--- config.mk ---
export PLATFORM = sky130hd
export DESIGN_NAME = spu_forward
export DESIGN_NICKNAME = d
export VERILOG_FILES = /design/src/hw/spu_pkg.sv /design/src/hw/spu_forward.sv
export SDC_FILE = /design/constraint.sdc
export NUM_CORES = 1
export LEC_CHECK = 0
export BUFFER_PORTS_ARGS = -buffer_cell sky130_fd_sc_hd__clkbuf_2
export CAP_MARGIN = 20
export CORE_AREA = 5 5 408 410
export DETAILED_ROUTE_END_ITERATION = 8
export DIE_AREA = 0 0 413 415
export GPL_TIMING_DRIVEN = 1
export PLACE_DENSITY = 0.31
export SETUP_SLACK_MARGIN = 0.02
export SYNTH_ARGS = -nofsm -noshare
export SYNTH_HDL_FRONTEND = slang
export SYNTH_SLANG_ARGS = --single-unit
--- constraint.sdc ---
create_clock -name vclk -period 2.1
set_input_delay 0.21 -clock vclk [all_inputs]
set_output_delay 0.21 -clock vclk [all_outputs]
set_load 0.05 [all_outputs]
--- src/hw/spu_pkg.sv ---
package spu_pkg;

	// register count is fixed by the instruction set
	localparam int NUM_REGS = 128;

	// bit 0 is the msb, as in the isa tables
	typedef logic [0:31] instr_t;
	typedef logic [0:31] word_t;
	// slot 0 is the preferred slot
	typedef word_t [0:3] quad_t;
	typedef logic [0:6] reg_addr_t;
	typedef logic [7:0] pc_t;
	// immediate after sign extension to the widest (ri18) field
	typedef logic [0:17] imm_t;

	// even pipe ops, word-wise fixed point only
	typedef enum logic [3:0] {
		EOP_NOP, EOP_A, EOP_AH, EOP_SF,
		EOP_AND, EOP_OR, EOP_XOR, EOP_NAND,
		EOP_AI, EOP_ANDI, EOP_ORI, EOP_ILA
	} even_op_e;

	// odd pipe ops, branch unit only
	typedef enum logic [2:0] {
		OOP_LNOP, OOP_BR, OOP_BRA, OOP_BRZ, OOP_BRNZ
	} odd_op_e;

	typedef struct packed {
		even_op_e op;
		reg_addr_t ra;
		reg_addr_t rb;
		reg_addr_t rt;
		imm_t imm;
		logic reg_write;
	} even_uop_t;

	// rt doubles as the condition register for brz and brnz
	typedef struct packed {
		odd_op_e op;
		reg_addr_t rt;
		imm_t imm;
	} odd_uop_t;

	typedef struct packed {
		logic valid;
		reg_addr_t addr;
		quad_t data;
	} wb_t;

	// rr format, 11 bit opcode field
	localparam logic [0:10] OPC_A = 11'b00011000000;
	localparam logic [0:10] OPC_AH = 11'b00011001000;
	localparam logic [0:10] OPC_SF = 11'b00001000000;
	localparam logic [0:10] OPC_AND = 11'b00011000001;
	localparam logic [0:10] OPC_OR = 11'b00001000001;
	localparam logic [0:10] OPC_XOR = 11'b01001000001;
	localparam logic [0:10] OPC_NAND = 11'b00011001001;
	localparam logic [0:10] OPC_NOP = 11'b01000000001;
	localparam logic [0:10] OPC_LNOP = 11'b00000000001;
	// ri16 branches, 9 bit field
	localparam logic [0:8] OPC_BR = 9'b001100100;
	localparam logic [0:8] OPC_BRA = 9'b001100000;
	localparam logic [0:8] OPC_BRZ = 9'b001000000;
	localparam logic [0:8] OPC_BRNZ = 9'b001000010;
	// ri10, 8 bit field
	localparam logic [0:7] OPC_AI = 8'b00011100;
	localparam logic [0:7] OPC_ANDI = 8'b00010100;
	localparam logic [0:7] OPC_ORI = 8'b00000100;
	// ri18, 7 bit field
	localparam logic [0:6] OPC_ILA = 7'b0100001;

endpackage

--- src/hw/spu_forward.sv ---
`timescale 1ns/10ps

module spu_forward import spu_pkg::*; (
	input reg_addr_t ra_addr,
	input reg_addr_t rb_addr,
	input reg_addr_t rc_addr,
	input quad_t ra_raw,
	input quad_t rb_raw,
	input quad_t rc_raw,
	// in-flight even results, ex1 is the younger
	input wb_t ex1,
	input wb_t ex2,
	output quad_t ra,
	output quad_t rb,
	output quad_t rc
);

	// newest matching tap wins over the table read
	function automatic quad_t pick(
		input reg_addr_t addr,
		input quad_t raw,
		input wb_t t1,
		input wb_t t2
	);
		quad_t val;
		val = raw;
		// r0 never bypasses
		if (addr != '0) begin
			if (t1.valid && t1.addr == addr) begin
				val = t1.data;
			end else if (t2.valid && t2.addr == addr) begin
				val = t2.data;
			end
		end
		return val;
	endfunction

	// even pipe operands
	assign ra = pick(ra_addr, ra_raw, ex1, ex2);
	assign rb = pick(rb_addr, rb_raw, ex1, ex2);

	// brz / brnz condition word
	assign rc = pick(rc_addr, rc_raw, ex1, ex2);

endmodule

==> flow_metrics.tcl <==
set metrics [dict create \
    placeableCoreArea_sq_um 162000 \
    grt_max_degree 83 \
    multi_input_gate_area_in_the_final_layout_sq_um 12300 \
    path_cells "clkbuf_2, xnor2_2, nand4_1, buf_4, or2_4, buf_4, buf_12, buf_6, o22ai_2, a2bb2oi_4, buf_6, buf_12" \
    worstSetupEndpointType "primary output" \
    global_route.overflow_total 0 \
    setup_viol 384 \
    slew-limit-headroom_pct 54.4 \
    antenna_left 0 \
    worst-endpoint-required_ns 1.89 \
    design.portCount 1061 \
    rsz0062_at_grt "true" \
    timing_worst_setup_path_type "in2out" \
    power.density_cell_area_nw_per_um2 211 \
    route.detailed.wl_per_inst_um 30.1 \
    timing.final.max_slew_violations 0 \
    vias_per_cell 3.98 \
    crit_path_max_incr_delay_ns 0.26 \
    critical_path.startpoint_type "input port" \
    n_clock_buffer 0 \
    p_int_uw 3090 \
    endpoint_arrival_time_on_the_critical_path_ns 2.29 \
    portbufs 1061 \
    drive_gt1_share_pct 67.4 \
    nFillCells 17884 \
    antenna_found_initial 53 \
    num_vias 20100 \
    timing.fmax_ghz 0.400 \
    hold_viol 0 \
    finish.net_count 3547 \
    period_minus_slack_ns 2.50 \
    critical_path.top_delay_family "buffers and inverters" \
    post-place-ws_ns -0.608 \
    final_min_period_over_clock_period_pct 119 \
    floorplan.initialDensity_pct 5.72 \
    synth_fp_nets 2243 \
    die_height_um 415 \
    postLayoutCoreUtil_pct 20.1 \
    cp_num_buf_inv 7 \
    drt-total-wl_mm 152 \
    peakVddDrop_v 0.000112 \
    outcome "finished, violations left" \
    gp_congestion 0.917 \
    die_area_sq_um 171000 \
    seq_area_sq_um 0 \
    grt.total_usage_pct 15.3 \
    switching_share_pct 55.1 \
    layout.sequential_cells 0 \
    timing.final.ws_setup_ns -0.403 \
    netlist_instances 1566 \
    postCtsHoldBufs 0 \
    critical_path.slowest_cell "sky130_fd_sc_hd__or2_4" \
    synthesis.yosys.warnings 0 \
    p_leak_uw 0.0136 \
    pwr-share-seq_pct 0 \
    hold_path.class "in2out" \
    areaGrowthSynthToFinish_pct 252 \
    failed_checks "setup timing" \
    share_comb_of_total_power_pct 100.0 \
    synth.lib_cells_used.distinct 25 \
    synth_seq_area_share_pct 0 \
    drt_drc_violations_left 0 \
    share_clk_of_total_power_pct 0 \
    max-cap-violations 0 \
    cp_max_fo 27 \
    grt_pass1_wl_mm 183 \
    synth.avg_cell_area_sq_um 5.92 \
    die_width_um 413 \
    grt_pass1_vias 19714 \
    mappedNetlistArea_sq_um 9260 \
    power.switching_uw 3790 \
    detailedRoute.firstIterationViolations 1547 \
    tightest_slew_ns 0.681 \
    num_rows 148 \
    detailed_place_hpwl_mm 115 \
    drt_pass1_iterations 5 \
]
-- power groups by stage --
stage,clock network [uW],logic [uW],registers (uW)
floorplan,0,2480,0
global placement,0,5860,0
detailed placement,0,5850,0
CTS,0,6280,0
global route,0.000256,7080,0
finish,0.000397,6880,0
-- cell usage after synthesis --
cell type                   count  area share, %
sky130_fd_sc_hd__inv_1        256             10
sky130_fd_sc_hd__nand3_1      256             14
sky130_fd_sc_hd__nand4_1      136            9.2
sky130_fd_sc_hd__nand2_1      132            5.3
sky130_fd_sc_hd__o211ai_1     129             10
sky130_fd_sc_hd__a2bb2oi_1    128             12
sky130_fd_sc_hd__o22ai_1      128            8.6
sky130_fd_sc_hd__clkbuf_1     109            4.4
sky130_fd_sc_hd__o221ai_1     108             10
sky130_fd_sc_hd__buf_2         53            2.9
sky130_fd_sc_hd__xnor2_1       26            2.5
sky130_fd_sc_hd__buf_6         21            2.6
sky130_fd_sc_hd__buf_1         20           0.81
sky130_fd_sc_hd__o221ai_2      20            3.2
sky130_fd_sc_hd__xor2_1        16            1.5
sky130_fd_sc_hd__buf_4          7           0.57
sky130_fd_sc_hd__nor4_1         5           0.34
sky130_fd_sc_hd__nor2_1         4           0.16
sky130_fd_sc_hd__nor3_1         3           0.16
sky130_fd_sc_hd__a21boi_1       2           0.16
sky130_fd_sc_hd__and4_1         2           0.19
sky130_fd_sc_hd__or2_2          2           0.14
sky130_fd_sc_hd__nand2b_1       1          0.068
sky130_fd_sc_hd__nor4_2         1           0.14
sky130_fd_sc_hd__o21a_1         1          0.081
-- layer usage --
metal | wire length [um] | GRT usage, %
met4 | 4000 | 2.15
met2 | 78500 | 28.2
met5 | 79 | 0
met1 | 58900 | 18.5
met3 | 10800 | 3.03
-- final cells by class --
class	count	area share (%)
repair buffers	1512	51.0
multi-input cells	1100	37.6
well taps	2175	8.34
inverters	256	2.95
diodes	7	0.0537
-- cells in the final DEF (no fill, tap or decap), drive strengths merged --
| cell | count |
|---|---|
| o211ai | 129 |
| o221ai | 128 |
| o22ai | 128 |
| nor4 | 6 |
| a21boi | 2 |
| inv | 256 |
| nor2 | 4 |
| nor3 | 3 |
| nand3 | 256 |
| clkbuf | 725 |
| xnor2 | 26 |
| nand2 | 132 |
| xor2 | 16 |
| buf | 787 |
| a2bb2oi | 128 |
| nand4 | 136 |
| o21a | 1 |
| diode | 7 |
| and4 | 2 |
| or2 | 2 |
| nand2b | 1 |
-- stage by stage --
stage	power [uW]	area (sq um)	hold slack, ns	setup TNS [ns]	instances
detailed placement	5850	24300	0.806	-146.92	4887
CTS	6280	27500	0.806	-104.00	4936
finish	6880	32600	0.808	-100.53	5050
floorplan	2480	10000	0.652	-26.55	1566
global placement	5860	24300	0.805	-155.52	4887
global route	7080	32600	0.819	-138.53	5047
-- cells by family after synthesis --
group,Yosys count,synth area share [%]
XOR/XNOR,42,3.97
AO/OA/AOI/OAI,516,44.9
AND/OR/NAND/NOR,542,29.6
buffers and inverters,466,21.6
-- worst paths after layout --
kind	start	end	slack, ns	cells past startpoint
worst min-delay path	ra_raw[127]	ra[127]	0.81	3
worst max-delay path	ra_addr[3]	ra[48]	-0.40	12
-- repair_timing --
item | in CTS | in global routing
endpoints found under the setup margin | 384 | 384
gates resized for setup | 416 | 625
pin swaps | 17 | 81
gates cloned | 11 | 37
buffers inserted | 39 | 78
Power figures use the tool's default switching activity.
