`config.mk`:
```
export PLATFORM = sky130hd
export DESIGN_NAME = spu_odd_pipe
export DESIGN_NICKNAME = d
export VERILOG_FILES = /design/src/hw/spu_pkg.sv /design/src/hw/spu_odd_pipe.sv
export SDC_FILE = /design/constraint.sdc
export NUM_CORES = 1
export LEC_CHECK = 0
export ABC_AREA = 1
export BUFFER_PORTS_ARGS = -buffer_cell sky130_fd_sc_hd__buf_2
export CORE_AREA = 2 2 69 71
export CTS_CLUSTER_DIAMETER = 30
export DETAILED_ROUTE_END_ITERATION = 10
export DIE_AREA = 0 0 71 73
export GPL_ROUTABILITY_DRIVEN = 1
export PLACE_DENSITY_LB_ADDON = 0.12
export REMOVE_ABC_BUFFERS = 1
export SLEW_MARGIN = 5
export SYNTH_ARGS = -nofsm -noshare
export SYNTH_HDL_FRONTEND = slang
export SYNTH_SLANG_ARGS = --single-unit
```
`constraint.sdc`:
```
create_clock -name clk -period 3.6 [get_ports clk]
set_clock_uncertainty 0.1 [all_clocks]
set_input_delay 0.72 -clock clk [delete_from_list [all_inputs] [get_ports clk]]
set_output_delay 0.72 -clock clk [all_outputs]
set_load 0.03 [all_outputs]
```
`src/hw/spu_pkg.sv`:
```
package spu_pkg;

	// register count is fixed by the instruction set
	localparam int NUM_REGS = 128;

	// bit 0 is the msb, as in the isa tables
	typedef logic [0:31] instr_t;
	typedef logic [0:31] word_t;
	// slot 0 is the preferred slot
	typedef word_t [0:3] quad_t;
	typedef logic [0:6] reg_addr_t;
	typedef logic [7:0] pc_t;
	// immediate after sign extension to the widest (ri18) field
	typedef logic [0:17] imm_t;

	// even pipe ops, word-wise fixed point only
	typedef enum logic [3:0] {
		EOP_NOP, EOP_A, EOP_AH, EOP_SF,
		EOP_AND, EOP_OR, EOP_XOR, EOP_NAND,
		EOP_AI, EOP_ANDI, EOP_ORI, EOP_ILA
	} even_op_e;

	// odd pipe ops, branch unit only
	typedef enum logic [2:0] {
		OOP_LNOP, OOP_BR, OOP_BRA, OOP_BRZ, OOP_BRNZ
	} odd_op_e;

	typedef struct packed {
		even_op_e op;
		reg_addr_t ra;
		reg_addr_t rb;
		reg_addr_t rt;
		imm_t imm;
		logic reg_write;
	} even_uop_t;

	// rt doubles as the condition register for brz and brnz
	typedef struct packed {
		odd_op_e op;
		reg_addr_t rt;
		imm_t imm;
	} odd_uop_t;

	typedef struct packed {
		logic valid;
		reg_addr_t addr;
		quad_t data;
	} wb_t;

	// rr format, 11 bit opcode field
	localparam logic [0:10] OPC_A = 11'b00011000000;
	localparam logic [0:10] OPC_AH = 11'b00011001000;
	localparam logic [0:10] OPC_SF = 11'b00001000000;
	localparam logic [0:10] OPC_AND = 11'b00011000001;
	localparam logic [0:10] OPC_OR = 11'b00001000001;
	localparam logic [0:10] OPC_XOR = 11'b01001000001;
	localparam logic [0:10] OPC_NAND = 11'b00011001001;
	localparam logic [0:10] OPC_NOP = 11'b01000000001;
	localparam logic [0:10] OPC_LNOP = 11'b00000000001;
	// ri16 branches, 9 bit field
	localparam logic [0:8] OPC_BR = 9'b001100100;
	localparam logic [0:8] OPC_BRA = 9'b001100000;
	localparam logic [0:8] OPC_BRZ = 9'b001000000;
	localparam logic [0:8] OPC_BRNZ = 9'b001000010;
	// ri10, 8 bit field
	localparam logic [0:7] OPC_AI = 8'b00011100;
	localparam logic [0:7] OPC_ANDI = 8'b00010100;
	localparam logic [0:7] OPC_ORI = 8'b00000100;
	// ri18, 7 bit field
	localparam logic [0:6] OPC_ILA = 7'b0100001;

endpackage

```
`src/hw/spu_odd_pipe.sv`:
```
`timescale 1ns/10ps

module spu_odd_pipe import spu_pkg::*; (
	input logic clk,
	input logic rst_n,
	input odd_uop_t uop,
	// fetch pc of the current pair
	input pc_t pc,
	// forwarded condition register
	input quad_t cond,
	output logic branch_taken,
	output pc_t pc_wb
);

	logic taken_next;
	pc_t target_next;
	// low byte of the branch immediate
	pc_t offset;

	assign offset = uop.imm[10:17];

	// branch resolution
	always_comb begin
		taken_next = 1'b0;
		target_next = pc + offset;
		case (uop.op)
			OOP_BR: taken_next = 1'b1;
			OOP_BRA: begin
				// absolute target
				taken_next = 1'b1;
				target_next = offset;
			end
			// condition is the preferred slot only
			OOP_BRZ: taken_next = (cond[0] == '0);
			OOP_BRNZ: taken_next = (cond[0] != '0);
			default: taken_next = 1'b0;
		endcase
	end

	// one cycle pulse, target held between branches
	always_ff @(posedge clk) begin
		if (!rst_n) begin
			branch_taken <= 1'b0;
			pc_wb <= '0;
		end else begin
			branch_taken <= taken_next;
			if (taken_next) begin
				pc_wb <= target_next;
			end
		end
	end

	// lnop must never produce a redirect
	lnop_no_branch: assert property (
		@(posedge clk) disable iff (!rst_n)
		uop.op == OOP_LNOP |=> !branch_taken
	) else $error("branch taken after lnop");

endmodule

```
==> load_flow_metrics.sql <==
INSERT INTO impl_metrics (metric_group, metric, value, unit) VALUES
('sta', 'grt_setup_unrepaired', 'false', ''),
('setup_path', 'r2r-end', 'pc_wb[1]', ''),
('die', 'die_height', '73', 'µm'),
('cells_and_area', 'layout-area-overhead-vs-synth', '41.5', '%'),
('cts', 'cts-hold-fix-buffers', '0', ''),
('cts', 'clkSinkCount', '9', ''),
('setup_path', 'critical_path_required', '3.62', 'ns'),
('pwr', 'clkPwrFrac', '29.4', '%'),
('die', 'floorplan.die_area', '5180', 'µm²'),
('sta', 'transition_time_of_the_tightest_slew_check_pin', '0.306', 'ns'),
('die', 'initial_core_util', '21.4', '%'),
('min_path', 'hold_path_startpoint', 'pc_wb[5]', ''),
('setup_path', 'worst_setup_path_end_kind', 'flip-flop', ''),
('pwr', 'p_leak', '0.768', 'nW'),
('cts', 'path_clk_slew', '0.04', 'ns'),
('synth', 'synth_cell_types', '21', ''),
('grt', 'grt_antenna_before_repair', '0', ''),
('cells_and_area', 'post_route_cells_drive_above_1_share', '30.9', '%'),
('cells_and_area', 'post_layout_instance_area', '1370', 'µm²'),
('grt', 'grt_start_max_net_pins', '14', ''),
('placement', 'dpl-instance-area', '1330', 'µm²'),
('outcome', 'result_of_the_run', 'finished clean', ''),
('routing', 'ant_nets', '0', ''),
('min_path', 'holdPathEnd', 'pc_wb[5]', ''),
('routing', 'drt_first_pass_iters', '4', ''),
('routing', 'routedWlPerCell', '9.33', 'µm'),
('synth', 'compound_gate_fraction_of_synth_area', '7.88', '%'),
('cts', 'gates_resized_cts_repair', '0', ''),
('routing', 'route.final.wire_length', '2650', 'µm'),
('routing', 'routed-via-count', '1189', ''),
('pwr', 'cellInternalPower', '0.000251', 'W'),
('setup_path', 'r2r_slack', '2.88', 'ns'),
('setup_path', 'crit_chain', 'buf_2, ha_1, inv_1, fa_1, inv_1, nand3_1, nand3_1, xnor2_1, nand2_1, o21ai_0, nand2_1, nand2_1, nor2_1', ''),
('synth', 'syn-mean-instance-area', '5.80', 'µm²'),
('cts', 'cts_buffers', '3', ''),
('synth', 'synthesis.area', '968', 'µm²'),
('die', 'std_cell_rows', '25', ''),
('cts', 'clock_tree.buffer_depth', '2', ''),
('synth', 'synthesis.instances', '167', ''),
('cts', 'worstSkewPairLatency', '0.22', 'ns'),
('placement', 'last_weighted_congestion_value_of_the_routability_driven_placer', '0.716', ''),
('pwr', 'pwr-share-seq', '29.5', '%'),
('synth', 'synth_fa_ha_area_share', '11.1', '%'),
('synth', 'synthSimpleGateAreaFrac', '49.4', '%'),
('setup_path', 'critPathMostFrequentCell', 'nand2_1', ''),
('min_path', 'hold_path_stages', '2', ''),
('synth', 'synth_warnings', '0', ''),
('min_path', 'hold_class', 'flip-flop to flip-flop', ''),
('grt', 'grt_overflow_total', '0', ''),
('synth', 'synth_top_family_by_area', 'simple AND/OR/NAND/NOR gates', ''),
('routing', 'post-route-drc-count', '0', ''),
('setup_path', 'path_max_fanout', '2', ''),
('cells_and_area', 'antenna_cells_inserted', '0', ''),
('setup_path', 'worst-setup-path-type', 'input port to flip-flop', ''),
('routing', 'via_per_inst', '4.19', ''),
('sta', 'final_max_slew_viol_count', '0', ''),
('sta', 'hold_slack', '0.348', 'ns'),
('die', 'die_width', '71', 'µm'),
('cts', 'cts_post_setup_buffers_inserted', '0', ''),
('grt', 'first_global_vias', '1143', ''),
('pwr', 'cellPowerDensity', '280', 'nW/µm²'),
('cts', 'clock-root-buffer', 'clkbuf_8', ''),
('setup_path', 'timing.critical_path.max_delay_family', 'adder cells', ''),
('cts', 'level_count_of_the_clock_h_tree', '1', ''),
('synth', 'yosys.area_share.xor_xnor', '3.62', '%'),
('sta', 'period_minus_slack', '2.11', 'ns'),
('setup_path', 'worst_r2r_startpoint', 'pc_wb[1]', ''),
('placement', 'detailedPlacementHpwl', '2340', 'µm'),
('sta', 'fmax', '474', 'MHz'),
('sta', 'timing.final.setup_violations', '0', ''),
('sta', 'fin_crit_sh', '58.7', '%');
flip-flops by register name, summed over array words and instances, names as in the netlist:
signal,count
branch_taken,1
pc_wb,8
cell usage in the layout, fill, tap and decap left out, drive strengths merged:
cell type and instances:
xor2 2, nand4 3, fa 1, o21ai 7
nor3 2, nor2 32, ha 7, a21oi 6
inv 20, clkbuf 4, nand3 16, or2 1
buf 61, dfxtp 9, xnor2 2, nand2 57
power groups by stage:
stage	Clock [W]	Combinational (W)	Sequential, W
floorplan	0	0.0000814	0.000134
global placement	0	0.000160	0.000115
detailed placement	0	0.000160	0.000115
CTS	0.000116	0.000160	0.000114
global route	0.000123	0.000182	0.000115
finish	0.000113	0.000157	0.000113
worst max-delay path by stage:
| stage | endpoint | slack (ns) | cells after the start |
|---|---|---|---|
| floorplan | pc_wb[4] | 1.52 | 12 |
| global placement | pc_wb[4] | 1.24 | 13 |
| detailed placement | pc_wb[4] | 1.25 | 13 |
| CTS | pc_wb[4] | 1.49 | 13 |
| global route | pc_wb[4] | 1.28 | 13 |
| finish | pc_wb[4] | 1.49 | 13 |
per-layer routing:
layer | GRT usage, % | wire, µm | up-vias
met5 | 0 | 0 | -
met3 | 1.38 | 179 | 2
met4 | 2.52 | 17 | 0
li1 | - | - | 652
met1 | 13.3 | 1290 | 501
met2 | 19.4 | 1160 | 34
worst register-to-register path, delay by kind of cell (launching register included):
family | cells | cell delay, ns
flip-flops | 1 | 0.32
AO/OA/AOI/OAI | 1 | 0.15
AND/OR/NAND/NOR | 1 | 0.07
cells in the mapped netlist (all sizes together):
| cell | n | area [µm²] |
|---|---|---|
| nor3 | 2 | 26.3 |
| nand2 | 57 | 214 |
| o21ai | 7 | 46.3 |
| dfxtp | 9 | 180 |
| xor2 | 2 | 17.5 |
| xnor2 | 2 | 17.5 |
| inv | 20 | 75.1 |
| nand3 | 16 | 92.6 |
| a21oi | 6 | 30.0 |
| or2 | 1 | 6.26 |
| fa | 1 | 20.0 |
| buf | 2 | 16.3 |
| nand4 | 3 | 18.8 |
| nor2 | 32 | 120 |
| ha | 7 | 87.6 |
cell type report:
| type | count | area (µm²) |
|---|---|---|
| Inverter | 20 | 75.1 |
| Tap cell | 54 | 67.6 |
| Timing Repair Buffer | 61 | 305 |
| Multi-Input combinational cell | 136 | 697 |
| Sequential cell | 9 | 180 |
| Fill cell | 527 | 3170 |
| Clock buffer | 4 | 45.0 |
stage by stage:
stage	std cells	power (W)	utilization (%)	setup WS (ns)
2_1_floorplan	165	0.000215	-	1.52
3_3_place_gp	280	0.000275	29.2	1.24
3_5_place_dp	280	0.000276	29.2	1.25
4_1_cts	284	0.000390	30.2	1.49
5_1_grt	284	0.000420	30.2	1.28
6_report	284	0.000384	30.2	1.49
logic make-up after synthesis:
family / count (synthesis)
AND/OR/NAND/NOR: 111
buffers and inverters: 22
AO/OA/AOI/OAI: 13
flip-flops: 9
adder cells (fa/ha/maj): 8
XOR/XNOR: 4
Note: power is estimated with default switching activity, not from simulation.
