`config.mk`:
```
export PLATFORM = sky130hd
export DESIGN_NAME = spu_even_pipe
export DESIGN_NICKNAME = d
export VERILOG_FILES = /design/src/hw/spu_pkg.sv /design/src/hw/spu_even_pipe.sv
export SDC_FILE = /design/constraint.sdc
export NUM_CORES = 2
export LEC_CHECK = 0
export ABC_AREA = 1
export BUFFER_PORTS_ARGS = -buffer_cell sky130_fd_sc_hd__buf_2
export CORE_ASPECT_RATIO = 1.75
export CORE_MARGIN = 1
export CORE_UTILIZATION = 55
export CTS_CLUSTER_DIAMETER = 200
export CTS_CLUSTER_SIZE = 14
export DETAILED_ROUTE_END_ITERATION = 10
export HOLD_SLACK_MARGIN = 0.02
export PLACE_DENSITY_LB_ADDON = 0.3
export REMOVE_ABC_BUFFERS = 1
export SETUP_SLACK_MARGIN = 0.2
export SLEW_MARGIN = 10
export SYNTH_ARGS = -nofsm -noshare
export SYNTH_HDL_FRONTEND = slang
export SYNTH_SLANG_ARGS = --single-unit
export TNS_END_PERCENT = 30
```
`constraint.sdc`:
```
create_clock -name clk -period 9.2 [get_ports clk]
set_clock_uncertainty 0.05 [all_clocks]
set_input_delay 1.38 -clock clk [delete_from_list [all_inputs] [get_ports clk]]
set_output_delay 1.38 -clock clk [all_outputs]
set_load 0.005 [all_outputs]
```
`src/hw/spu_pkg.sv`:
```
package spu_pkg;

	// register count is fixed by the instruction set
	localparam int NUM_REGS = 128;

	// bit 0 is the msb, as in the isa tables
	typedef logic [0:31] instr_t;
	typedef logic [0:31] word_t;
	// slot 0 is the preferred slot
	typedef word_t [0:3] quad_t;
	typedef logic [0:6] reg_addr_t;
	typedef logic [7:0] pc_t;
	// immediate after sign extension to the widest (ri18) field
	typedef logic [0:17] imm_t;

	// even pipe ops, word-wise fixed point only
	typedef enum logic [3:0] {
		EOP_NOP, EOP_A, EOP_AH, EOP_SF,
		EOP_AND, EOP_OR, EOP_XOR, EOP_NAND,
		EOP_AI, EOP_ANDI, EOP_ORI, EOP_ILA
	} even_op_e;

	// odd pipe ops, branch unit only
	typedef enum logic [2:0] {
		OOP_LNOP, OOP_BR, OOP_BRA, OOP_BRZ, OOP_BRNZ
	} odd_op_e;

	typedef struct packed {
		even_op_e op;
		reg_addr_t ra;
		reg_addr_t rb;
		reg_addr_t rt;
		imm_t imm;
		logic reg_write;
	} even_uop_t;

	// rt doubles as the condition register for brz and brnz
	typedef struct packed {
		odd_op_e op;
		reg_addr_t rt;
		imm_t imm;
	} odd_uop_t;

	typedef struct packed {
		logic valid;
		reg_addr_t addr;
		quad_t data;
	} wb_t;

	// rr format, 11 bit opcode field
	localparam logic [0:10] OPC_A = 11'b00011000000;
	localparam logic [0:10] OPC_AH = 11'b00011001000;
	localparam logic [0:10] OPC_SF = 11'b00001000000;
	localparam logic [0:10] OPC_AND = 11'b00011000001;
	localparam logic [0:10] OPC_OR = 11'b00001000001;
	localparam logic [0:10] OPC_XOR = 11'b01001000001;
	localparam logic [0:10] OPC_NAND = 11'b00011001001;
	localparam logic [0:10] OPC_NOP = 11'b01000000001;
	localparam logic [0:10] OPC_LNOP = 11'b00000000001;
	// ri16 branches, 9 bit field
	localparam logic [0:8] OPC_BR = 9'b001100100;
	localparam logic [0:8] OPC_BRA = 9'b001100000;
	localparam logic [0:8] OPC_BRZ = 9'b001000000;
	localparam logic [0:8] OPC_BRNZ = 9'b001000010;
	// ri10, 8 bit field
	localparam logic [0:7] OPC_AI = 8'b00011100;
	localparam logic [0:7] OPC_ANDI = 8'b00010100;
	localparam logic [0:7] OPC_ORI = 8'b00000100;
	// ri18, 7 bit field
	localparam logic [0:6] OPC_ILA = 7'b0100001;

endpackage

```
`src/hw/spu_even_pipe.sv`:
```
`timescale 1ns/10ps

module spu_even_pipe import spu_pkg::*; (
	input logic clk,
	input logic rst_n,
	input even_uop_t uop,
	// forwarded operands
	input quad_t ra,
	input quad_t rb,
	output wb_t ex1,
	output wb_t ex2
);

	// immediate as a full word, sign and zero extended
	word_t imm_sext;
	word_t imm_zext;
	// execute result for the current uop
	quad_t res;

	assign imm_sext = {{14{uop.imm[0]}}, uop.imm};
	// ila takes the raw 18 bits
	assign imm_zext = {14'b0, uop.imm};

	// fixed point unit, one pass per word slot
	always_comb begin
		res = '0;
		for (int w = 0; w < 4; w++) begin
			case (uop.op)
				EOP_A: res[w] = ra[w] + rb[w];
				EOP_AH: begin
					// two separate halves so carry stops at bit 16
					res[w][0:15] = ra[w][0:15] + rb[w][0:15];
					res[w][16:31] = ra[w][16:31] + rb[w][16:31];
				end
				// subtract from: rt = rb - ra
				EOP_SF: res[w] = rb[w] - ra[w];
				EOP_AND: res[w] = ra[w] & rb[w];
				EOP_OR: res[w] = ra[w] | rb[w];
				EOP_XOR: res[w] = ra[w] ^ rb[w];
				EOP_NAND: res[w] = ~(ra[w] & rb[w]);
				// immediate forms replicate into every slot
				EOP_AI: res[w] = ra[w] + imm_sext;
				EOP_ANDI: res[w] = ra[w] & imm_sext;
				EOP_ORI: res[w] = ra[w] | imm_sext;
				EOP_ILA: res[w] = imm_zext;
				default: res[w] = '0;
			endcase
		end
	end

	// two result stages, ex2 is the writeback stage
	always_ff @(posedge clk) begin
		if (!rst_n) begin
			ex1 <= '0;
			ex2 <= '0;
		end else begin
			ex1.valid <= uop.reg_write;
			ex1.addr <= uop.rt;
			ex1.data <= res;
			ex2 <= ex1;
		end
	end

	// writeback must come from a valid ex1 entry
	ex2_from_ex1: assert property (
		@(posedge clk) disable iff (!rst_n)
		ex2.valid |-> $past(ex1.valid)
	) else $error("ex2 valid without prior ex1 valid");

endmodule

```
==> impl_metrics.csv, run 1 <==
group,metric,value,unit
floorplan,chipHeight,360.3,um
place,place.detailed.hpwl,164.6,mm
outcome,status,"did not finish",
yosys,avgSynthCellArea,5.408,um^2
clocking,cts_resized,0,
yosys,post-synth-top-area-fraction,0.2092,
global_routing,groute.usage.overall,0.6264,
yosys,synth_cells,7463,
floorplan,initial_core_util,0.5545,
yosys,yosysWarnings,0,
clocking,clock-root-buffer,"clkbuf_16",
yosys,synthesis.area,0.04036,mm^2
yosys,number_of_flops_mapped_to_enable_cells_by_yosys,0,
yosys,synthDistinctLibCells,49,
place,gp_congestion,1.163,
clocking,h-tree-depth,1,
floorplan,io_pins,574,
yosys,cell_type_with_the_largest_total_area_after_synthesis,"nand2_1",
floorplan,std_cell_rows,131,
place,detailed_place.area,0.04365,mm^2
global_routing,largest_net_degree_at_the_start_of_global_routing,60,
clocking,postCtsSetupBuffers,0,
yosys,async_sr_flop_fraction,0,
outcome,haltStage,"5_1_grt",
yosys,synth.yosys.seq_area_share,0.1349,
global_routing,grt_overflow,34,
yosys,ys_top_cells_by_area,"nand2_1, dfxtp_1, ha_1, inv_1, nand3_1",
clocking,cts_hold_buffers,0,
global_routing,grt_first_pass_wirelength,346.2,mm
yosys,ys.flop_type,"dfxtp_1",
floorplan,die-width,206.8,um
yosys,synth_seq_cells,272,
place,io_buffers,559,
clocking,clock_sink_total,272,
global_routing,first_global_vias,53440,
clocking,cts_made_buffers,23,
clocking,clock_tree.buffer_depth,3,
outcome,tool.error,"[ERROR GRT-0116] Global routing finished with congestion. Check the congestion regions in the DRC Viewer.",
-- cell usage after synthesis (all sizes together), types with 25 or more instances --
cell / number
nand2: 2254
inv: 1338
nor2: 654
nand3: 611
o21ai: 531
a21oi: 522
ha: 404
dfxtp: 272
clkbuf: 147
nor3: 118
nand4: 98
buf: 88
or2: 49
nand3b: 48
o21bai: 47
o211ai: 46
o2111ai: 38
a211oi: 36
o22ai: 31
nor4: 25
-- per-layer routing --
metal  global-route usage  overflow
met1               0.6329         0
met2               0.8633        18
met5              0.03167         0
met3               0.3542         0
met4               0.6502        16
-- cell families after synthesis --
family / after synthesis / share of synthesized area
AO/OA/AOI/OAI: 1323 / 0.1820
adder cells (fa/ha/maj): 420 / 0.1332
flip-flops: 272 / 0.1349
buffers and inverters: 1573 / 0.1492
XOR/XNOR: 13 / 0.002821
AND/OR/NAND/NOR: 3862 / 0.3979
-- through the flow --
stage               setup slack, ns  hold slack (ns)  instances
CTS                           3.692           0.3651       8777
detailed placement            3.093           0.3713       8753
global placement              3.167           0.3583       8753
floorplan                     2.516           0.3735       7228
==> inputs of run 2 (changes only) <==
--- a/config.mk
+++ b/config.mk
@@ -7,16 +7,11 @@
 export LEC_CHECK = 0
 export ABC_AREA = 1
 export BUFFER_PORTS_ARGS = -buffer_cell sky130_fd_sc_hd__buf_2
-export CORE_ASPECT_RATIO = 1.75
 export CORE_MARGIN = 1
-export CORE_UTILIZATION = 55
-export CTS_CLUSTER_DIAMETER = 200
-export CTS_CLUSTER_SIZE = 14
+export CORE_UTILIZATION = 40
 export DETAILED_ROUTE_END_ITERATION = 10
-export HOLD_SLACK_MARGIN = 0.02
-export PLACE_DENSITY_LB_ADDON = 0.3
+export PLACE_DENSITY_LB_ADDON = 0.15
 export REMOVE_ABC_BUFFERS = 1
-export SETUP_SLACK_MARGIN = 0.2
 export SLEW_MARGIN = 10
 export SYNTH_ARGS = -nofsm -noshare
 export SYNTH_HDL_FRONTEND = slang
==> run 2 against run 1 <==
Effect of this change: the flow now finishes without violations; synthesized cell count did not move; synthesized area is the same.
==> impl_metrics.csv, run 2 <==
group,metric,value,unit
outcome,status,"complete, no violations",
min_path,min-delay-path-class,"reg -> reg",
yosys,post-synth-top-area-fraction,0.2092,
yosys,synth_cells,7463,
setup_path,setup.reg_to_reg.worst_slack,8.30,ns
detailed_routing,overall_routed_net_length,210.3,mm
layout,syn2layout_area_growth,12.74,%
floorplan,chipHeight,319.6,um
clocking,cts_resized,0,
yosys,synthDistinctLibCells,49,
layout,finalInstanceArea,0.04550,mm^2
setup_path,timing.critical_path.arrival,6.03,ns
detailed_routing,dr_total_vias,51810,
yosys,ys_top_cells_by_area,"nand2_1, dfxtp_1, ha_1, inv_1, nand3_1",
yosys,synth.most_common_cell,"nand2_1",
timing,worst_pin_slew,1.208,ns
timing,maxSlewViolCount,0,
floorplan,core_area,0.1000,mm^2
timing,fin_worst_hold_slack,0.3685,ns
timing,finalWorstPathRequiredPeriod,5.621,ns
timing,timing.fmax,177.9,MHz
setup_path,timing.critical_path.from,"uop[41]",
floorplan,io_pins,574,
layout,largestRegisters,"ex1: 136 flops, ex2: 136 flops",
floorplan,initial_core_util,0.4036,
layout,finalNonFillerCells,9228,
setup_path,crit_path_end_kind,"flop",
yosys,synthesis.area,0.04036,mm^2
layout,num-nets-final,8579,
setup_path,rr_endpoint,"ex2[41]$_SDFF_PN0_",
clocking,tritoncts_clock_tree,"yes",
setup_path,crit_chain,"buf_2 -> inv_2 -> nand2_1 -> nor2_4 -> buf_12 -> inv_1 -> buf_4 -> or2_2 -> o21ai_0 -> inv_1 -> ha_1 -> a21oi_1 -> o21ai_0 -> nand2_1 -> nand3b_1 -> or2_2 -> nand3_1 -> nand3_1 -> nor2_1 -> nor2_1",
yosys,synth_seq_cells,272,
setup_path,worstSetupStartpointType,"input pin",
pwr,power.total,5.333,mW
yosys,avgSynthCellArea,5.408,um^2
clocking,clock_sink_total,272,
clocking,clock_tree.buffer_depth,3,
layout,number_of_filler_instances_in_the_final_layout,11300,
global_routing,largest_net_degree_at_the_start_of_global_routing,135,
setup_path,worstReg2RegStart,"ex1[41]$_SDFF_PN0_",
yosys,cell_type_with_the_largest_total_area_after_synthesis,"nand2_1",
detailed_routing,wl_per_cell,22.79,um
clocking,cts_made_buffers,36,
detailed_routing,detail_route.iter0.violations,5557,
pwr,total_switching_power,2.383,mW
detailed_routing,ant_nets,0,
min_path,hold-path-endpoint,"ex2[95]$_SDFF_PN0_",
setup_path,crit_path_max_incr_delay,0.58,ns
pwr,internal_power,2.950,mW
clocking,clock-root-buffer,"clkbuf_16",
setup_path,worst-endpoint-required,9.61,ns
floorplan,die-width,319.6,um
timing,setup_viol_count_final,0,
place,io_buffers,559,
setup_path,cp_slowest_cell,"buf_12",
floorplan,std_cell_rows,116,
layout,drive_gt1_frac,0.09207,
pwr,share_comb_of_total_power,0.467,
yosys,number_of_flops_mapped_to_enable_cells_by_yosys,0,
layout,mostFrequentLayoutCells,"nand2_1, inv_1, nor2_1",
setup_path,critical_path_peak_fanout,134,
yosys,yosysWarnings,0,
pwr,part_of_the_total_power_dissipated_in_the_clock_network,0.286,
timing,finalHoldViolCount,0,
layout,layout_commonest_cell,"nand2_1",
setup_path,worst_reg_to_reg_path_cell_count,2,
timing,rsz0062_at_grt,"no",
place,place.detailed.instances,9117,
clocking,h-tree-depth,2,
pwr,seq_power_share,0.247,
global_routing,first_global_vias,46500,
yosys,synth.yosys.seq_area_share,0.1349,
yosys,ys.flop_type,"dfxtp_1",
detailed_routing,drc_errors,0,
clocking,postCtsSetupBuffers,0,
timing,relative_slew_slack,0.1947,
global_routing,grt_overflow,0,
place,detailed_place.area,0.04412,mm^2
yosys,async_sr_flop_fraction,0,
place,preCtsSetupSlack,3.103,ns
global_routing,grt_antenna_before_repair,67,
detailed_routing,detail_route.first_pass.iterations,9,
yosys,synth_top_cells_by_count,"nand2_1, inv_1, nor2_1",
clocking,cts_hold_buffers,0,
timing,layout_worst_path_cycle_share,0.6110,
pwr,power.density,117.2,mW/mm^2
pwr,switching_share,0.4468,
global_routing,grt_first_pass_wirelength,299.7,mm
clocking,worst_skew_pair.late_latency,0.61,ns
clocking,clk_pin_slew_worst_paths,0.06,ns
pwr,cellLeakagePower,26.10,nW
flow_run,maxCapViolCount,0,
min_path,number_of_cells_on_the_worst_hold_path,2,
floorplan,design.die.area,0.1022,mm^2
place,gp_congestion,1.052,
pwr,vdd_drop_max,128.7,uV
timing,tns,0,ns
global_routing,groute.usage.overall,0.3924,
timing,final_critical_path_setup_slack,3.579,ns
setup_path,crit_type,"in -> reg",
min_path,holdCritStartpoint,"ex1[95]$_SDFF_PN0_",
place,place.detailed.hpwl,164.0,mm
detailed_routing,detail_route.vias_per_cell,5.614,
layout,postLayoutCoreUtil,0.4550,
## run 2: cell counts after synthesis
Identical to the previous run, type by type.
## run 2: logic make-up after synthesis
group / Yosys count / synth area share
and+or+nand+nor: 3862 / 0.3979
buffers and inverters: 1573 / 0.1492
AOI/OAI and AO/OA: 1323 / 0.1820
adders and majority gates: 420 / 0.1332
DFF: 272 / 0.1349
xor gates and xnor gates: 13 / 0.002821
## run 2: critical path: cells and delay by family
family / cells / cell delay, ns
fa+ha+maj: 1 / 0.33
simple gates: 10 / 2.13
buf+inv: 6 / 1.51
compound gates: 3 / 0.59
## run 2: power groups by stage
stage | registers, mW | clock network [mW] | logic [mW]
5_1_grt | 1.32 | 1.61 | 2.72
2_1_floorplan | 1.34 | 0 | 1.50
4_1_cts | 1.32 | 1.57 | 2.42
3_5_place_dp | 1.34 | 0 | 2.41
6_report | 1.32 | 1.53 | 2.49
3_3_place_gp | 1.34 | 0 | 2.40
## run 2: per-layer routing
| metal | part of all wire | up-vias | wire, um | track usage |
|---|---|---|---|---|
| li1 | - | 24760 | - | - |
| met3 | 0.11 | 522 | 22750 | 0.1020 |
| met4 | 0.058 | 48 | 12150 | 0.2157 |
| met5 | 0.0015 | - | 325 | 0 |
| met2 | 0.43 | 2653 | 90160 | 0.6085 |
| met1 | 0.40 | 23820 | 84920 | 0.4932 |
## run 2: layout make-up
cell class	instances	area (um^2)	area share
Clock inverter	16	216.5	0.004758
Tap cell	1298	1624	0.03570
Inverter	1338	5029	0.1105
Antenna cell	45	112.6	0.002475
Multi-Input combinational cell	5618	28950	0.6364
Timing Repair Buffer	591	3072	0.06751
Sequential cell	272	5445	0.1197
Clock buffer	50	1045	0.02296
## run 2: worst max path at each step
stage | to | slack (ns) | cells past startpoint
after floorplan | ex1[125]$_SDFF_PN0_ | 2.52 | 16
after global placement | ex1[111]$_SDFF_PN0_ | 3.12 | 22
after detailed placement | ex1[111]$_SDFF_PN0_ | 3.10 | 22
after CTS | ex1[111]$_SDFF_PN0_ | 3.77 | 22
after global routing | ex1[111]$_SDFF_PN0_ | 3.49 | 22
final | ex1[12]$_SDFF_PN0_ | 3.58 | 20
No activity file was read; power rests on OpenSTA's default activity.
