**config.mk**
```make
export PLATFORM = sky130hd
export DESIGN_NAME = spu_decode
export DESIGN_NICKNAME = d
export VERILOG_FILES = /design/src/hw/spu_pkg.sv /design/src/hw/spu_decode.sv
export SDC_FILE = /design/constraint.sdc
export NUM_CORES = 1
export LEC_CHECK = 0
export ABC_CLOCK_PERIOD_IN_PS = 2600
export BUFFER_PORTS_ARGS = -buffer_cell sky130_fd_sc_hd__buf_2
export CAP_MARGIN = 20
export CORE_ASPECT_RATIO = 0.6
export CORE_MARGIN = 5
export CORE_UTILIZATION = 31
export DETAILED_ROUTE_END_ITERATION = 10
export PLACE_DENSITY = 0.9
export SYNTH_ARGS = -nofsm -noshare
export SYNTH_HDL_FRONTEND = slang
export SYNTH_SLANG_ARGS = --single-unit
```
**constraint.sdc**
```tcl
create_clock -name vclk -period 2.6
set_input_delay 0.13 -clock vclk [all_inputs]
set_output_delay 0.13 -clock vclk [all_outputs]
set_load 0.01 [all_outputs]
```
**src/hw/spu_pkg.sv**
```systemverilog
package spu_pkg;

	// register count is fixed by the instruction set
	localparam int NUM_REGS = 128;

	// bit 0 is the msb, as in the isa tables
	typedef logic [0:31] instr_t;
	typedef logic [0:31] word_t;
	// slot 0 is the preferred slot
	typedef word_t [0:3] quad_t;
	typedef logic [0:6] reg_addr_t;
	typedef logic [7:0] pc_t;
	// immediate after sign extension to the widest (ri18) field
	typedef logic [0:17] imm_t;

	// even pipe ops, word-wise fixed point only
	typedef enum logic [3:0] {
		EOP_NOP, EOP_A, EOP_AH, EOP_SF,
		EOP_AND, EOP_OR, EOP_XOR, EOP_NAND,
		EOP_AI, EOP_ANDI, EOP_ORI, EOP_ILA
	} even_op_e;

	// odd pipe ops, branch unit only
	typedef enum logic [2:0] {
		OOP_LNOP, OOP_BR, OOP_BRA, OOP_BRZ, OOP_BRNZ
	} odd_op_e;

	typedef struct packed {
		even_op_e op;
		reg_addr_t ra;
		reg_addr_t rb;
		reg_addr_t rt;
		imm_t imm;
		logic reg_write;
	} even_uop_t;

	// rt doubles as the condition register for brz and brnz
	typedef struct packed {
		odd_op_e op;
		reg_addr_t rt;
		imm_t imm;
	} odd_uop_t;

	typedef struct packed {
		logic valid;
		reg_addr_t addr;
		quad_t data;
	} wb_t;

	// rr format, 11 bit opcode field
	localparam logic [0:10] OPC_A = 11'b00011000000;
	localparam logic [0:10] OPC_AH = 11'b00011001000;
	localparam logic [0:10] OPC_SF = 11'b00001000000;
	localparam logic [0:10] OPC_AND = 11'b00011000001;
	localparam logic [0:10] OPC_OR = 11'b00001000001;
	localparam logic [0:10] OPC_XOR = 11'b01001000001;
	localparam logic [0:10] OPC_NAND = 11'b00011001001;
	localparam logic [0:10] OPC_NOP = 11'b01000000001;
	localparam logic [0:10] OPC_LNOP = 11'b00000000001;
	// ri16 branches, 9 bit field
	localparam logic [0:8] OPC_BR = 9'b001100100;
	localparam logic [0:8] OPC_BRA = 9'b001100000;
	localparam logic [0:8] OPC_BRZ = 9'b001000000;
	localparam logic [0:8] OPC_BRNZ = 9'b001000010;
	// ri10, 8 bit field
	localparam logic [0:7] OPC_AI = 8'b00011100;
	localparam logic [0:7] OPC_ANDI = 8'b00010100;
	localparam logic [0:7] OPC_ORI = 8'b00000100;
	// ri18, 7 bit field
	localparam logic [0:6] OPC_ILA = 7'b0100001;

endpackage

```
**src/hw/spu_decode.sv**
```systemverilog
`timescale 1ns/10ps

module spu_decode import spu_pkg::*; (
	input instr_t instr_even,
	input instr_t instr_odd,
	output even_uop_t uop_even,
	output odd_uop_t uop_odd
);

	// per-format match results, EOP_NOP means no hit
	even_op_e rr_op;
	even_op_e ri10_op;

	// rr opcodes, longest field so checked first
	always_comb begin
		case (instr_even[0:10])
			OPC_A: rr_op = EOP_A;
			OPC_AH: rr_op = EOP_AH;
			OPC_SF: rr_op = EOP_SF;
			OPC_AND: rr_op = EOP_AND;
			OPC_OR: rr_op = EOP_OR;
			OPC_XOR: rr_op = EOP_XOR;
			OPC_NAND: rr_op = EOP_NAND;
			// explicit even nop
			OPC_NOP: rr_op = EOP_NOP;
			default: rr_op = EOP_NOP;
		endcase
	end

	// ri10 opcodes
	always_comb begin
		case (instr_even[0:7])
			OPC_AI: ri10_op = EOP_AI;
			OPC_ANDI: ri10_op = EOP_ANDI;
			OPC_ORI: ri10_op = EOP_ORI;
			default: ri10_op = EOP_NOP;
		endcase
	end

	// even uop assembly
	always_comb begin
		// zero word and unknown ops fall out as a no-write nop
		uop_even = '0;
		if (rr_op != EOP_NOP) begin
			uop_even.op = rr_op;
			uop_even.rb = instr_even[11:17];
			uop_even.ra = instr_even[18:24];
			uop_even.rt = instr_even[25:31];
			uop_even.reg_write = 1'b1;
		end else if (ri10_op != EOP_NOP) begin
			uop_even.op = ri10_op;
			uop_even.ra = instr_even[18:24];
			uop_even.rt = instr_even[25:31];
			// i10 sits in bits 8..17
			uop_even.imm = {{8{instr_even[8]}}, instr_even[8:17]};
			uop_even.reg_write = 1'b1;
		end else if (instr_even[0:6] == OPC_ILA) begin
			uop_even.op = EOP_ILA;
			uop_even.rt = instr_even[25:31];
			// i18 fills the immediate exactly
			uop_even.imm = instr_even[7:24];
			uop_even.reg_write = 1'b1;
		end
	end

	// odd uop assembly, branches never write
	always_comb begin
		uop_odd = '0;
		if (instr_odd[0:10] == OPC_LNOP) begin
			uop_odd.op = OOP_LNOP;
		end else begin
			case (instr_odd[0:8])
				OPC_BR: uop_odd.op = OOP_BR;
				OPC_BRA: uop_odd.op = OOP_BRA;
				OPC_BRZ: uop_odd.op = OOP_BRZ;
				OPC_BRNZ: uop_odd.op = OOP_BRNZ;
				default: uop_odd.op = OOP_LNOP;
			endcase
			// only real branches carry fields
			if (uop_odd.op != OOP_LNOP) begin
				uop_odd.rt = instr_odd[25:31];
				// i16 in bits 9..24
				uop_odd.imm = {{2{instr_odd[9]}}, instr_odd[9:24]};
			end
		end
	end

endmodule

```
==> results of run 1 <==
==> through the flow <==
stage / instance area, um2 / hold slack [ns] / setup slack (ns) / cells
floorplan: 796 / 0.298 / 0.969 / 111
global placement: 1490 / 0.542 / 0.753 / 273
detailed placement: 1490 / 0.545 / 0.681 / 273
CTS: 1490 / 0.547 / 0.681 / 273
global route: 1490 / 0.559 / 0.565 / 273
finish: 1490 / 0.544 / 0.693 / 273
==> layout make-up <==
class                      count  area, um2
inverter                       4       15.0
fill                         240        998
timing repair buffer         140        711
tap                           32       40.0
multi-input combinational     97        723
==> final timing paths <==
| path | end | slack [ns] | cells past startpoint |
|---|---|---|---|
| max | uop_even[10] | 0.69 | 7 |
| min | uop_odd[27] | 0.54 | 3 |
==> cell families (layout without fill, tap and decap cells) <==
family / after synthesis / after routing
buffers and inverters: 14 / 144
xor gates and xnor gates: 2 / 2
and+or+nand+nor: 67 / 67
AOI/OAI and AO/OA: 28 / 28
==> per-layer routing <==
metal,global-route usage (%),routed length [um],up-vias
met5,0,0,-
li1,-,-,658
met3,2.06,373,2
met4,1.45,17,0
met1,20.4,1280,585
met2,35.7,1910,71
==> power by group through the flow <==
stage / Sequential (uW) / Combinational [uW] / Clock (uW)
after floorplan: 0 / 39.1 / 0
final: 0 / 104 / 0
after CTS: 0 / 105 / 0
after global routing: 0 / 116 / 0
after global placement: 0 / 103 / 0
after detailed placement: 0 / 105 / 0
==> cells in the final DEF, fill, tap and decap left out, drive strengths merged <==
cell and n:
a21o 8, and2 25, nor2b 18, nand3 1, nor2 2, o21ai 1
o32ai 2, inv 4, nor4 5, or3 1, xnor2 1, nand4bb 1
nand3b 1, nand2 1, a21boi 1, a22o 9, or4b 1, a21oi 2
a31oi 2, nor3 2, a2111oi 2, buf 140, a211oi 1, xor2 1
and3 7, and4b 1, nor4b 1
==> critical path: stages <==
cell and delay [ns]:
buf_2 0.15, or4b_4 0.55, nor4_2 0.16, buf_4 0.22, and2_1 0.33, a21o_1 0.12
buf_2 0.12
==> impl_metrics.ini, run 1 <==
[synth]
synth_area_leader_cell = and2_1
synth_nets = 175
synth_area_leaders = and2_1 20%, a22o_1 9.9%, nor2b_1 8.6%
synth_most_common_cell = and2_1
netlist_instances = 111
synth_area_um2 = 796
synthMuxAreaShare_pct = 0
synth_xor_area_share_pct = 2.20
seq_area_frac_synth_pct = 0
postSynthAreaPerCell_um2 = 7.17
synth_top_area_share_pct = 19.7
ys_warn_count = 0
netlist_top_cells_count = 25 x and2_1, 11 x nor2b_1, 9 x a22o_1
synth_top_family_by_area = simple AND/OR/NAND/NOR gates
synth-simple-area-share_pct = 56.8
synth_compound_area_share_pct = 31.9
ys_types = 35
synth-adder-area-share_pct = 0

[die]
dieArea_um2 = 3710
core-area_um2 = 2490
die_height_um = 49.2
ios = 136
die_w_um = 75.4
rows = 14
start_util_pct = 32.0

[global_route]
grt_pass1_wl_mm = 5.55
grt_antenna_before_repair = 0
overflow = 0
grt_pass1_vias = 1274
grt_usage_pct = 17.9
grt_max_degree = 18

[route]
drtIter0Drc = 45
firstDrtPassIters = 4
wirelength_mm = 3.58
drc = 0
post_drt_via_cell_ratio = 4.82
antenna_left = 0
wl_per_cell_um = 13.1
vias = 1316

[layout]
regArea_um2 = 0
design.seq.count = 0
layout-drive-gt1-share_pct = 63.9
utilization_pct = 59.9
insertedDiodeCount = 0
nClkBuffers = 0
syn_to_final_growth_pct = 87.1
nets = 307

[clocking]
hold_buffers = 0
cts_resized = 0
post_cts_buffers = 0

[power]
pwr-share-seq_pct = 0
leakagePower_uw = 0.00102
vdd_ir_drop_max_uv = 39.6
power.switching_uw = 48.7
clock_power_share_pct = 0
pwr-share-comb_pct = 100.0
p_total_uw = 104
swShare_pct = 46.6
internal_power_uw = 55.8
power_density_nw_per_um2 = 70.2

[critical_path]
worstPathArrival_ns = 1.78
cp-end-kind = primary output
critPathMaxFanout = 11
crit_start = instr_even[24]
crit_type = in -> out
startpoint_type = input port
critPathRequiredTime_ns = 2.47

[min_path]
hold_class = in -> out
hold_start = instr_odd[28]

[timing]
rsz0062_at_grt = no
tightest_slew_ns = 0.426
setup_tns_ns = 0
hold_viol = 0
timing.slew.headroom_pct = 71.6
setup_violations = 0
max_freq_mhz = 524
layout_min_cycle_time_ns = 1.91
slew_viol_final = 0
fin_crit_sh_pct = 73.4

[run_status]
status = complete, no violations

[place]
dp_hpwl_mm = 3.21
gp_congestion = 0.803
portBuffers = 136

[job]
cap_violations = 0
(Power assumes the default switching activity.)
==> run 2: changes to the inputs <==
--- a/config.mk
+++ b/config.mk
@@ -5,14 +5,14 @@
 export SDC_FILE = /design/constraint.sdc
 export NUM_CORES = 1
 export LEC_CHECK = 0
-export ABC_CLOCK_PERIOD_IN_PS = 2600
+export ABC_CLOCK_PERIOD_IN_PS = 1700
 export BUFFER_PORTS_ARGS = -buffer_cell sky130_fd_sc_hd__buf_2
 export CAP_MARGIN = 20
 export CORE_ASPECT_RATIO = 0.6
 export CORE_MARGIN = 5
-export CORE_UTILIZATION = 31
+export CORE_UTILIZATION = 26
 export DETAILED_ROUTE_END_ITERATION = 10
-export PLACE_DENSITY = 0.9
+export PLACE_DENSITY = 0.8
 export SYNTH_ARGS = -nofsm -noshare
 export SYNTH_HDL_FRONTEND = slang
 export SYNTH_SLANG_ARGS = --single-unit
==> constraint.sdc (replaced) <==
create_clock -name vclk -period 1.7
set_input_delay 0.085 -clock vclk [all_inputs]
set_output_delay 0.085 -clock vclk [all_outputs]
set_load 0.01 [all_outputs]
==> impl_metrics.ini, run 2 (synthesis results as in run 1) <==
[run_status]
status = complete, no violations

[global_route]
grt_usage_pct = 16.9
grt_pass1_vias = 1328
grt_antenna_before_repair = 0
grt_max_degree = 24
grt_pass1_wl_mm = 5.91
overflow = 0

[critical_path]
critPathMaxFanout = 8
worstPathArrival_ns = 1.55
crit_type = in -> out
startpoint_type = input port
critPathRequiredTime_ns = 1.62
cp-end-kind = primary output
crit_start = instr_even[25]

[route]
antenna_left = 0
drtIter0Drc = 33
vias = 1325
drc = 0
firstDrtPassIters = 4
wl_per_cell_um = 13.6
post_drt_via_cell_ratio = 4.55
wirelength_mm = 3.96

[layout]
nets = 315
layoutNonFillerInstCount = 291
syn_to_final_growth_pct = 101
layout-drive-gt1-share_pct = 66.3
final_common_cell = buf_2
nClkBuffers = 0
insertedDiodeCount = 0
regArea_um2 = 0
design.seq.count = 0
final_cell_mix = 134 x buf_2, 24 x and2_1, 11 x nor2b_1, 11 x buf_4, 9 x a22o_1
utilization_pct = 55.0

[die]
rows = 15
dieArea_um2 = 4300
start_util_pct = 27.4
die_height_um = 52.9
die_w_um = 81.4
ios = 136
core-area_um2 = 2910

[place]
dp_hpwl_mm = 3.46
gp_congestion = 0.732
portBuffers = 136
placed_cells = 287

[timing]
rsz0062_at_grt = yes
fin_crit_sh_pct = 96.0
timing.slew.headroom_pct = 71.3
layout_min_cycle_time_ns = 1.63
max_freq_mhz = 613
hold_viol = 0
slew_viol_final = 0
setup_tns_ns = 0
tightest_slew_ns = 0.430
setup_violations = 0

[job]
cap_violations = 0

[min_path]
hold_class = in -> out
hold_start = instr_odd[25]

[power]
power_density_nw_per_um2 = 109
leakagePower_uw = 0.00107
vdd_ir_drop_max_uv = 54.3

[clocking]
hold_buffers = 0
==> run 2: layout make-up <==
type	instances	area (um2)
fill	272	1310
timing repair buffer	148	796
multi-input combinational	97	736
tap	42	52.6
inverter	4	15.0
==> run 2: worst max-delay path: stages <==
cell and delay, ns:
buf_6 0.09, or4b_4 0.56, a2111oi_4 0.42, a21oi_4 0.13
nor2b_2 0.13, buf_2 0.13
==> run 2: path summary, 6_finish.rpt <==
| path | endpoint | slack (ns) | depth (start not counted) |
|---|---|---|---|
| max | uop_even[19] | 0.07 | 6 |
| min | uop_odd[27] | 0.45 | 3 |
==> run 2: repair_timing <==
action	CTS	global route
resized for setup	0	4
setup endpoints to repair	0	22
setup buffers	0	4
==> run 2: through the flow <==
| step | instance area [um2] | hold slack (ns) | setup slack (ns) | total power (uW) |
|---|---|---|---|---|
| final | 1600 | 0.455 | 0.0680 | 175 |
| after global placement | 1540 | 0.449 | 0.100 | 165 |
| after CTS | 1540 | 0.454 | 0.0109 | 169 |
| after global routing | 1600 | 0.472 | -0.0132 | 194 |
| after floorplan | 796 | 0.208 | 0.159 | 59.9 |
| after detailed placement | 1540 | 0.454 | 0.0129 | 168 |
==> run 2: report_power, final <==
part	total [uW]	leakage [uW]	switching [uW]	internal, uW
combinational	175	0.00107	80.0	94.7
clock	0	0	0	0
sequential	0	0	0	0
==> run 2: metal layers <==
| layer | GRT usage, % | share of wire [%] |
|---|---|---|
| met3 | 2.72 | 11 |
| met4 | 0.562 | 0 |
| met1 | 19.8 | 38 |
| met2 | 33.6 | 51 |
| met5 | 0 | 0 |
==> run 3: changes to the inputs <==
--- a/config.mk
+++ b/config.mk
@@ -5,14 +5,16 @@
 export SDC_FILE = /design/constraint.sdc
 export NUM_CORES = 1
 export LEC_CHECK = 0
+export ABC_AREA = 1
 export ABC_CLOCK_PERIOD_IN_PS = 1700
 export BUFFER_PORTS_ARGS = -buffer_cell sky130_fd_sc_hd__buf_2
 export CAP_MARGIN = 20
 export CORE_ASPECT_RATIO = 0.6
 export CORE_MARGIN = 5
-export CORE_UTILIZATION = 26
+export CORE_UTILIZATION = 32
 export DETAILED_ROUTE_END_ITERATION = 10
-export PLACE_DENSITY = 0.8
+export PLACE_DENSITY = 0.81
 export SYNTH_ARGS = -nofsm -noshare
 export SYNTH_HDL_FRONTEND = slang
 export SYNTH_SLANG_ARGS = --single-unit
+export TNS_END_PERCENT = 100
==> impl_metrics.ini, run 3 <==
[power]
power_density_nw_per_um2 = 98.9
leakagePower_uw = 0.00151
clock_power_share_pct = 0
internal_power_uw = 84.4
pwr-share-comb_pct = 100.0
power.switching_uw = 101
vdd_ir_drop_max_uv = 49.5
pwr-share-seq_pct = 0
swShare_pct = 54.6

[global_route]
grt_util_met3_pct = 0.731
grt_max_degree = 24
grtUsageMet2_pct = 30.0
grt_pass1_vias = 1632
grt_pass1_wl_mm = 7.30
grt_usage_pct = 17.1
met1_usage_pct = 24.1
overflow = 0
grt_antenna_before_repair = 0
grt-busiest-layer = met2

[synth]
synthMuxAreaShare_pct = 0
ys_types = 23
ys_warn_count = 0
synth_most_common_cell = nand2_1
synth_area_leader_cell = nand2_1
seq_area_frac_synth_pct = 0
synth_top_family_by_area = simple AND/OR/NAND/NOR gates
synth_top_area_share_pct = 22.7
synth_xor_area_share_pct = 0
synth_compound_area_share_pct = 12.7
netlist_instances = 249
synth-adder-area-share_pct = 0
synth-simple-area-share_pct = 58.4
netlist_top_cells_count = 70 x nand2_1, 61 x inv_1, 29 x nor2_1
synth_area_leaders = nand2_1 23%, inv_1 20%, nor2_1 9.4%
postSynthAreaPerCell_um2 = 4.66
synth_area_um2 = 1160
synth_nets = 313

[layout]
nClkBuffers = 0
regArea_um2 = 0
fillers = 367
insertedDiodeCount = 0
layout-drive-gt1-share_pct = 46.2
final_cell_mix = 136 x buf_2, 70 x nand2_1, 60 x inv_1
nets = 451
final_common_cell = buf_2
layoutNonFillerInstCount = 430
design.seq.count = 0
syn_to_final_growth_pct = 62.1

[route]
post_drt_via_cell_ratio = 4.39
drc = 0
firstDrtPassIters = 4
antenna_left = 0
wl_per_cell_um = 11.1
drtIter0Drc = 78
vias = 1888
wirelength_mm = 4.76

[die]
dieArea_um2 = 4970
core-area_um2 = 3360
die_w_um = 87.7
start_util_pct = 34.5
die_height_um = 56.6
rows = 16
ios = 136

[min_path]
hold_path_end = uop_odd[12]
hold_start = instr_odd[19]
hold_class = in -> out
hold_depth = 4

[timing]
setup_violations = 0
slew_viol_final = 0
fin_crit_sh_pct = 88.7
timing.slew.headroom_pct = 71.6
hold_viol = 0
max_freq_mhz = 663
setup_tns_ns = 0
rsz0062_at_grt = no
tightest_slew_ns = 0.426
layout_min_cycle_time_ns = 1.51

[critical_path]
cp-end-kind = primary output
crit_type = in -> out
worstPathArrival_ns = 1.42
critPathMaxFanout = 9
critPathRequiredTime_ns = 1.62
startpoint_type = input port

[job]
cap_violations = 0

[place]
gp_congestion = 1.01
portBuffers = 136
dp_hpwl_mm = 4.19
placed_cells = 424

[run_status]
status = complete, no violations

[clocking]
hold_buffers = 0
-- run 3: timing repair --
action                                  CTS  global route
gates resized for setup                   0             1
buffers inserted                          0             6
endpoints found under the setup margin    0             5
-- run 3: final cells by class --
cell class	instances	area (um2)	share of cell area, %
inverter	70	267	14.2
multi-input combinational	172	825	43.8
timing repair buffer	143	733	39.0
tap	45	56.3	2.99
-- run 3: power by group through the flow --
| stage | combinational [uW] | clock (uW) | sequential [uW] |
|---|---|---|---|
| after detailed placement | 183 | 0 | 0 |
| after CTS | 184 | 0 | 0 |
| after global routing | 208 | 0 | 0 |
| after floorplan | 76.1 | 0 | 0 |
| after global placement | 181 | 0 | 0 |
| final | 186 | 0 | 0 |
-- run 3: layer usage --
metal  vias up  part of all wire, %
met5         -                    0
met4         0                 0.38
met3         2                  8.4
met2        75                   48
met1       804                   44
li1       1007                    -
-- run 3: metrics by stage --
stage               utilization, %  area [um2]  power [uW]  hold WS, ns  setup WS [ns]
finish                        55.9        1880         186        0.436          0.193
global route                  55.9        1880         208        0.449         0.0216
CTS                           54.5        1830         184        0.440          0.168
detailed placement            54.5        1830         183        0.440          0.173
global placement              54.5        1830         181        0.434          0.210
floorplan                        -        1160        76.1        0.266          0.527
-- run 3: cell families after synthesis --
kind of cell	count (synthesis)
AOI/OAI and AO/OA	26
buffers and inverters	77
and+or+nand+nor	146
-- run 3: how the worst max path moves through the flow --
stage	start	endpoint	cells past startpoint
detailed placement	instr_even[25]	uop_even[26]	11
floorplan	instr_odd[25]	uop_odd[16]	7
global route	instr_even[25]	uop_even[27]	11
finish	instr_even[25]	uop_even[30]	11
global placement	instr_even[25]	uop_even[18]	9
CTS	instr_even[25]	uop_even[26]	11
-- run 3: worst max-delay path, cell delays in order --
cell	delay [ns]
buf_2	0.11
inv_1	0.09
nand2_2	0.07
nor2_2	0.17
nand2_1	0.09
nor2_1	0.15
nor2_2	0.08
nand2_4	0.14
clkinvlp_4	0.17
nor2_1	0.11
buf_2	0.14
